[src/fetchPkg.sv]
package fetchPkg;

    ////////////////////////////////////////
    // Datapath widths.
    ////////////////////////////////////////

    localparam int addrWidth = 32;
    localparam int dataWidth = 32;

    // Boot ROM entry and general exception entry.
    localparam logic [addrWidth-1:0] resetVector = 32'hBFC0_0000;
    localparam logic [addrWidth-1:0] excVector   = 32'hBFC0_0380;

    ////////////////////////////////////////
    // Instruction cache geometry.
    ////////////////////////////////////////

    localparam int lineWords  = 4;
    localparam int numLines   = 16;

    // Address split: tag | index | byte offset.
    localparam int offsetBits = 4;
    localparam int indexBits  = 4;
    localparam int tagBits    = 24;

    ////////////////////////////////////////
    // Enumerations.
    ////////////////////////////////////////

    // Source of the next fetch address.
    typedef enum logic [2:0] {
        pcSeq    = 3'd0,
        pcJump   = 3'd1,
        pcBranch = 3'd2,
        pcExcept = 3'd3,
        pcEret   = 3'd4,
        pcReg    = 3'd5
    } pcSrcE;

    // Cache controller states.
    typedef enum logic [1:0] {
        stLookup = 2'd0,
        stRefill = 2'd1,
        stFill   = 2'd2
    } cacheStateE;

endpackage

[src/cacheReqIf.sv]
interface cacheReqIf import fetchPkg::*; ();

    // Request side, driven by the PC generator.
    logic                 valid;
    logic [addrWidth-1:0] addr;

    // Response side, driven by the cache.
    logic                 ready;
    logic [dataWidth-1:0] rdata;

    modport producer (
        output valid,
        output addr,
        input  ready,
        input  rdata
    );

    modport cache (
        input  valid,
        input  addr,
        output ready,
        output rdata
    );

    // Read-only view for the fetch/decode register.
    modport monitor (
        input valid,
        input addr,
        input ready,
        input rdata
    );

endinterface

[src/fetchTop.sv]
module fetchTop import fetchPkg::*; (
    input  logic                 clk,
    input  logic                 rstN,
    input  pcSrcE                redirSrc,
    input  logic [25:0]          jumpIndex,
    input  logic [addrWidth-1:0] exePc,
    input  logic [addrWidth-1:0] exeImm,
    input  logic [addrWidth-1:0] regTarget,
    input  logic [addrWidth-1:0] epc,
    input  logic                 idStall,
    output logic                 wbCyc,
    output logic                 wbStb,
    output logic                 wbWe,
    output logic [addrWidth-1:0] wbAdr,
    input  logic [dataWidth-1:0] wbDatI,
    input  logic                 wbAck,
    output logic                 idValid,
    output logic [addrWidth-1:0] idPc,
    output logic [dataWidth-1:0] idInstr
);

    logic flush;

    cacheReqIf fetchReq ();

    // Any redirect squashes the word accepted in the same cycle.
    assign flush = (redirSrc != pcSeq);

    // Fetch port is read only.
    assign wbWe = 1'b0;

    pcGen u_pcGen (
        .clk       (clk),
        .rstN      (rstN),
        .redirSrc  (redirSrc),
        .jumpIndex (jumpIndex),
        .exePc     (exePc),
        .exeImm    (exeImm),
        .regTarget (regTarget),
        .epc       (epc),
        .idStall   (idStall),
        .req       (fetchReq.producer)
    );

    iCache u_iCache (
        .clk    (clk),
        .rstN   (rstN),
        .req    (fetchReq.cache),
        .wbCyc  (wbCyc),
        .wbStb  (wbStb),
        .wbAdr  (wbAdr),
        .wbDatI (wbDatI),
        .wbAck  (wbAck)
    );

    ifIdReg u_ifIdReg (
        .clk     (clk),
        .rstN    (rstN),
        .req     (fetchReq.monitor),
        .idStall (idStall),
        .flush   (flush),
        .idValid (idValid),
        .idPc    (idPc),
        .idInstr (idInstr)
    );

endmodule

[src/iCache.sv]
module iCache import fetchPkg::*; (
    input  logic                 clk,
    input  logic                 rstN,
    cacheReqIf.cache             req,
    output logic                 wbCyc,
    output logic                 wbStb,
    output logic [addrWidth-1:0] wbAdr,
    input  logic [dataWidth-1:0] wbDatI,
    input  logic                 wbAck
);

    cacheStateE state;

    // Storage arrays.
    logic [tagBits-1:0]   tagArr   [numLines];
    logic [dataWidth-1:0] dataArr  [numLines][lineWords];
    logic [numLines-1:0]  validArr;

    // Request address fields.
    logic [tagBits-1:0]      reqTag;
    logic [indexBits-1:0]    reqIndex;
    logic [offsetBits-3:0]   reqWord;
    logic                    hit;
    logic                    missStart;

    // Refill bookkeeping.
    logic [addrWidth-offsetBits-1:0] lineAddr;
    logic [indexBits-1:0]            lineIndex;
    logic [tagBits-1:0]              lineTag;
    logic [offsetBits-3:0]           wordCnt;

    ////////////////////////////////////////
    // Lookup.
    ////////////////////////////////////////

    assign reqTag   = req.addr[addrWidth-1 -: tagBits];
    assign reqIndex = req.addr[offsetBits +: indexBits];
    assign reqWord  = req.addr[2 +: offsetBits-2];

    // Purely combinational on the current address.
    assign hit       = validArr[reqIndex] && (tagArr[reqIndex] == reqTag);
    assign req.ready = (state == stLookup) && hit;
    assign req.rdata = dataArr[reqIndex][reqWord];

    assign missStart = (state == stLookup) && req.valid && !hit;

    assign lineIndex = lineAddr[indexBits-1:0];
    assign lineTag   = lineAddr[indexBits +: tagBits];

    ////////////////////////////////////////
    // Wishbone master.
    ////////////////////////////////////////

    // One cycle for the whole line, strobe held across words.
    assign wbCyc = (state == stRefill);
    assign wbStb = wbCyc;
    assign wbAdr = {lineAddr, wordCnt, 2'b00};

    ////////////////////////////////////////
    // Controller.
    ////////////////////////////////////////

    always_ff @(posedge clk) begin
        if (!rstN) begin
            state    <= stLookup;
            wordCnt  <= '0;
            validArr <= '0;
        end else begin
            unique case (state)
                stLookup: begin
                    if (missStart) begin
                        // Victim line is unusable until the fill ends.
                        validArr[reqIndex] <= 1'b0;
                        wordCnt            <= '0;
                        state              <= stRefill;
                    end
                end
                stRefill: begin
                    if (wbAck) begin
                        wordCnt <= wordCnt + 1'b1;
                        if (&wordCnt) begin
                            state <= stFill;
                        end
                    end
                end
                stFill: begin
                    validArr[lineIndex] <= 1'b1;
                    state               <= stLookup;
                end
                default: state <= stLookup;
            endcase
        end
    end

    // Line address, tags and data.
    always_ff @(posedge clk) begin
        if (missStart) begin
            lineAddr <= req.addr[addrWidth-1:offsetBits];
        end
        if (state == stRefill && wbAck) begin
            dataArr[lineIndex][wordCnt] <= wbDatI;
        end
        if (state == stFill) begin
            tagArr[lineIndex] <= lineTag;
        end
    end

    ////////////////////////////////////////
    // Bus checks.
    ////////////////////////////////////////

    stbInCyc: assert property (
        @(posedge clk) disable iff (!rstN)
        wbStb |-> wbCyc
    ) else $error("iCache: wbStb high outside wbCyc");

    adrStable: assert property (
        @(posedge clk) disable iff (!rstN)
        (wbStb && !wbAck) |=> $stable(wbAdr)
    ) else $error("iCache: wbAdr changed before wbAck");

endmodule

[src/ifIdReg.sv]
module ifIdReg import fetchPkg::*; (
    input  logic                 clk,
    input  logic                 rstN,
    cacheReqIf.monitor           req,
    input  logic                 idStall,
    input  logic                 flush,
    output logic                 idValid,
    output logic [addrWidth-1:0] idPc,
    output logic [dataWidth-1:0] idInstr
);

    logic accepted;

    assign accepted = req.valid & req.ready;

    // Valid flag. Flush beats stall.
    always_ff @(posedge clk) begin
        if (!rstN) begin
            idValid <= 1'b0;
        end else if (flush) begin
            idValid <= 1'b0;
        end else if (!idStall) begin
            idValid <= accepted;
        end
    end

    // Payload only moves on an accepted fetch.
    always_ff @(posedge clk) begin
        if (!idStall && accepted) begin
            idPc    <= req.addr;
            idInstr <= req.rdata;
        end
    end

    // The word fetched alongside a redirect must not reach decode.
    flushKills: assert property (
        @(posedge clk) disable iff (!rstN)
        flush |=> !idValid
    ) else $error("ifIdReg: idValid high after flush");

endmodule

[src/pcGen.sv]
module pcGen import fetchPkg::*; (
    input  logic                 clk,
    input  logic                 rstN,
    input  pcSrcE                redirSrc,
    input  logic [25:0]          jumpIndex,
    input  logic [addrWidth-1:0] exePc,
    input  logic [addrWidth-1:0] exeImm,
    input  logic [addrWidth-1:0] regTarget,
    input  logic [addrWidth-1:0] epc,
    input  logic                 idStall,
    cacheReqIf.producer          req
);

    logic [addrWidth-1:0] pc;
    logic [addrWidth-1:0] pcPlus4;
    logic [addrWidth-1:0] jumpTarget;
    logic [addrWidth-1:0] branchTarget;
    logic [addrWidth-1:0] nextPc;
    logic                 accepted;

    ////////////////////////////////////////
    // Fetch request.
    ////////////////////////////////////////

    assign req.addr  = pc;
    assign req.valid = ~idStall;
    assign accepted  = req.valid & req.ready;

    ////////////////////////////////////////
    // Target arithmetic.
    ////////////////////////////////////////

    assign pcPlus4 = pc + 32'd4;

    // J/JAL: region bits of the delay slot address.
    assign jumpTarget = {pcPlus4[31:28], jumpIndex, 2'b00};

    // Word offset relative to the branch delay slot.
    assign branchTarget = exePc + 32'd4 + {exeImm[29:0], 2'b00};

    // Next-PC select.
    always_comb begin
        unique case (redirSrc)
            pcSeq:    nextPc = accepted ? pcPlus4 : pc;
            pcJump:   nextPc = jumpTarget;
            pcBranch: nextPc = branchTarget;
            pcExcept: nextPc = excVector;
            pcEret:   nextPc = epc;
            pcReg:    nextPc = regTarget;
            default:  nextPc = pc;
        endcase
    end

    ////////////////////////////////////////
    // Program counter.
    ////////////////////////////////////////

    // A redirect wins over stall and over a pending refill.
    always_ff @(posedge clk) begin
        if (!rstN) begin
            pc <= resetVector;
        end else begin
            pc <= nextPc;
        end
    end

    // Every source, including register and EPC targets, must stay word aligned.
    addrAligned: assert property (
        @(posedge clk) disable iff (!rstN)
        req.addr[1:0] == 2'b00
    ) else $error("pcGen: fetch address %h not word aligned", req.addr);

endmodule

[config.mk]
export PLATFORM = sky130hd
export DESIGN_NAME = fetchTop
export DESIGN_NICKNAME = d
export VERILOG_FILES = /design/src/fetchPkg.sv /design/src/cacheReqIf.sv /design/src/fetchTop.sv /design/src/iCache.sv /design/src/ifIdReg.sv /design/src/pcGen.sv
export SDC_FILE = /design/constraint.sdc
export NUM_CORES = 2
export LEC_CHECK = 0
export BUFFER_PORTS_ARGS = -buffer_cell sky130_fd_sc_hd__clkbuf_2
export CORE_MARGIN = 10
export CORE_UTILIZATION = 60
export CTS_BUF_LIST = sky130_fd_sc_hd__clkbuf_8
export CTS_CLUSTER_SIZE = 20
export DETAILED_ROUTE_END_ITERATION = 10
export HOLD_SLACK_MARGIN = 0.15
export PLACE_DENSITY = 0.86
export SETUP_SLACK_MARGIN = 0.15
export SYNTH_ARGS = -nofsm -noshare
export SYNTH_HDL_FRONTEND = slang
export SYNTH_SLANG_ARGS = --single-unit
[constraint.sdc]
create_clock -name clk -period 6.5 [get_ports clk]
set_clock_uncertainty 0.2 [all_clocks]
set_input_delay 0 -clock clk [delete_from_list [all_inputs] [get_ports clk]]
set_output_delay 0 -clock clk [all_outputs]
set_load 0.01 [all_outputs]
==> reports/summary.log <==
qor: status.run_status complete, no violations
qor: power.vdd_drop_max 0.236 mV
qor: worst_setup_path.crit_type flop to flop
qor: timing.hold_viol 0
qor: floorplanning.die_width 431 um
qor: worst_setup_path.crit_cells 13
qor: logic_synthesis.synth_most_common_cell edfxtp_1
qor: clocking.cts.root.buffer_cell clkbuf_8
qor: worst_setup_path.crit_family buffers and inverters
qor: placed_design.count_of_input_and_output_buffers 287
qor: timing.timing.final.setup_violations 0
qor: worst_setup_path.r2r.worst_path.cells 13
qor: logic_synthesis.synth_edf_count 2524
qor: worst_setup_path.timing.critical_path.to_type flop
qor: timing.hold_ws 0.217 ns
qor: logic_synthesis.leading_area_contributor_after_synthesis edfxtp_1
qor: floorplanning.dieArea 186000 um^2
qor: clocking.clk_latency 1.10 ns
qor: clocking.cts.sink_count 2581
qor: worst_setup_path.timing.critical_path.from_type flop
qor: worst_setup_path.cpMaxStageDelayCell dfxtp_4
qor: cells_and_area.finalNetCount 5629
qor: logic_synthesis.ys_warn_count 0
qor: clocking.cts.path.max_buffers 4
qor: logic_synthesis.synth-async-reset-ratio 0%
qor: worst_setup_path.cpMostUsedCell dlygate4sd3_1
qor: cells_and_area.synthToLayoutAreaGrowth 14.0%
qor: min_path.min_path_cells 5
qor: timing.rsz0062_at_grt false
qor: routing.firstDrtPassIters 9
qor: logic_synthesis.postSynthCellCount 4583
qor: clocking.resized_after_cts 0
qor: floorplanning.start_util 60.6%
qor: routing.ant_nets 0
qor: logic_synthesis.post-synth-top-area-fraction 74.7%
qor: clocking.tritoncts built
qor: timing.tightest_slew 1.40 ns
qor: worst_setup_path.critPathMaxFanout 60
qor: global_routing.antenna_found_initial 36
qor: placed_design.gp_congestion 1.01
qor: logic_synthesis.syn_area_per_cell 22.2 um^2
qor: timing.max_slew_margin 6.35%
qor: worst_setup_path.critical_path.n_buffers_inverters 4
qor: logic_synthesis.syn-cell-area 102000 um^2
qor: timing.final_period_minus_worst_setup_slack 6.19 ns
qor: floorplanning.dieHeight 431 um
qor: floorplanning.i_o_pin_total 293
qor: worst_setup_path.worst-endpoint-required 7.29 ns
qor: global_routing.final_global_route_overflow_total 0
qor: run.max_cap_viol_count 0
qor: routing.num_vias 55500
qor: logic_synthesis.netlist-cell-type-count 76
qor: logic_synthesis.yosysSeqAreaShare 75.8%
qor: timing.setup_total_negative_slack 0 ns
qor: global_routing.number_of_global_route_vias_before_repair 56600
qor: min_path.hp-class input pin to flop
qor: clocking.clk_transition_reported_paths 0.08 ns
qor: worst_setup_path.crit_path_cell_trace inv_1 > nor4_1 > a311oi_1 > a21oi_1 > nand4_1 > nor4_2 > nand4_2 > buf_4 > and2_1 > a211oi_1 > dlygate4sd3_1 > a31oi_1 > dlygate4sd3_1
qor: routing.routed_wl 288000 um
qor: routing.route.detailed.vias_per_inst 7.03
qor: global_routing.gr-usage-all-layers 30.6%
qor: logic_synthesis.synth.top_cells.by_count 2524 x edfxtp_1, 752 x mux4_2, 162 x nor2_1
qor: power.leakagePower 36.9 nW
qor: routing.post_drt_wl_per_cell 36.4 um
qor: floorplanning.placeableCoreArea 168000 um^2
qor: logic_synthesis.ys_ff_latch 2581
qor: logic_synthesis.synth-main-ff-cell edfxtp_1
qor: cells_and_area.layout.filler_cells 9087
qor: timing.fmaxAchievable 162 MHz
qor: timing.period_share 95.3%
qor: routing.detail_route.drc_violations 0
qor: power.powerDensity 298 nW/um^2
qor: global_routing.pin_count_of_the_biggest_net_entering_global_routing 155
qor: clocking.h_tree_level_count 5
qor: floorplanning.row_count 150
qor: clocking.cts_buffers 400
qor: cells_and_area.post_route_cells_drive_above_1_share 30.8%
qor: worst_setup_path.worst_ep_arrival_time 6.98 ns
qor: global_routing.grt_pass1_wl 408000 um
qor: timing.maxSlewViolCount 0
qor: logic_synthesis.ys_top_cells_by_area edfxtp_1 75%, mux4_2 17%, dfxtp_1 1.1%, mux2i_1 0.98%, ha_1 0.76%
qor: worst_setup_path.cpPeakStageDelay 1.00 ns
qor: placed_design.place_hpwl 167000 um
qor: routing.drt_iter0_drc 9129
-- what timing repair did --
item / CTS / global route
hold buffers: 226 / 1
setup endpoints to repair: 0 / 5
hold endpoints to repair: 2419 / 64
buffers inserted: 0 / 1
-- stage by stage --
stage	total power [mW]	util [%]	area (um^2)	cells	worst slack [ns]
after floorplan	20.8	-	102000	4585	2.03
after global placement	21.9	63.4	106000	6946	1.35
after detailed placement	22.1	63.4	106000	6946	1.29
after CTS	34.4	69.0	116000	7870	0.404
after global routing	35.3	69.0	116000	7882	0.198
final	34.4	69.1	116000	7891	0.308
-- sequential cells by signal (all words and copies together) (netlist names), named ones only --
signal and cells:
u_iCache.validArr 16, u_pcGen.req.addr 32, u_iCache.state 2, u_ifIdReg.idValid 1, u_iCache.lineAddr 28, u_iCache.dataArr 2048
u_ifIdReg.idInstr 32, u_ifIdReg.idPc 32, u_iCache.wordCnt 2, u_iCache.tagArr 384
-- path summary, 6_finish.rpt --
kind / start / end / slack [ns]
worst max-delay path: flop / u_pcGen.req.addr[23]$_SDFFE_PN1N_ / 0.31
worst min-delay path: epc[0] / u_pcGen.req.addr[0]$_SDFFE_PN0P_ / 0.22
worst max register to register: flop / u_pcGen.req.addr[23]$_SDFFE_PN1N_ / 0.31
worst min register to register: u_pcGen.req.addr[0]$_SDFFE_PN0P_ / u_ifIdReg.idPc[0]$_DFFE_PP_ / 0.26
-- cell families after synthesis --
family | Yosys count | synth area share (%)
AO/OA/AOI/OAI | 325 | 2.07
multiplexers | 866 | 17.8
XOR/XNOR | 49 | 0.423
AND/OR/NAND/NOR | 413 | 1.93
flip-flops | 2581 | 75.8
buffers and inverters | 285 | 1.18
adder cells (fa/ha/maj) | 63 | 0.784
other | 1 | 0.00369
-- per-layer routing --
layer / share of wire [%] / up-vias / GRT usage [%]
li1: - / 21100 / -
met1: 32 / 28100 / 38.0
met2: 49 / 5168 / 49.2
met3: 12 / 1155 / 7.50
met4: 7.3 / 18 / 18.5
met5: 0.040 / - / 0
-- cells in the final DEF, fill, tap and decap left out, types with 14 or more instances in the layout --
cell	instances
xnor2_1	33
nor2_4	80
clkinv_2	48
a21oi_1	84
ha_1	62
mux4_2	752
clkinv_1	102
buf_4	108
edfxtp_1	2524
nand2_1	79
nand3_1	37
and3_1	15
a31oi_1	22
diode_2	18
o21ai_0	71
a211oi_1	18
xor2_1	16
nand4_1	14
a22o_1	14
dfxtp_1	51
clkbuf_2	287
mux2_2	15
o22ai_1	16
a22oi_1	19
dlygate4sd3_1	227
nor3_1	25
nor2_1	81
nor2b_1	15
clkbuf_8	405
inv_1	160
mux2i_1	99
-- worst reg2reg max path, stage by stage, from the launching register on --
cell	delay, ns
dfxtp_4	1.00
inv_1	0.74
nor4_1	0.47
a311oi_1	0.08
a21oi_1	0.40
nand4_1	0.18
nor4_2	0.43
nand4_2	0.14
buf_4	0.24
and2_1	0.50
a211oi_1	0.48
dlygate4sd3_1	0.65
a31oi_1	0.06
dlygate4sd3_1	0.59
-- report_power, final --
| group | leakage, nW | switching, mW | internal [mW] |
|---|---|---|---|
| combinational | 9.62 | 1.92 | 1.51 |
| clock | 4.11 | 6.19 | 6.25 |
| sequential | 23.2 | 0.198 | 18.4 |
-- cell type report --
class / count / area (um^2) / area share (%)
clock inverter: 293 / 1520 / 1.31
inverter: 39 / 155 / 0.134
sequential: 2581 / 77000 / 66.5
tap: 2204 / 2760 / 2.38
multi-input combinational: 1719 / 24000 / 20.7
timing repair buffer: 632 / 4720 / 4.08
clock buffer: 405 / 5570 / 4.82
antenna: 18 / 45.0 / 0.0389
(Power assumes the default switching activity.)
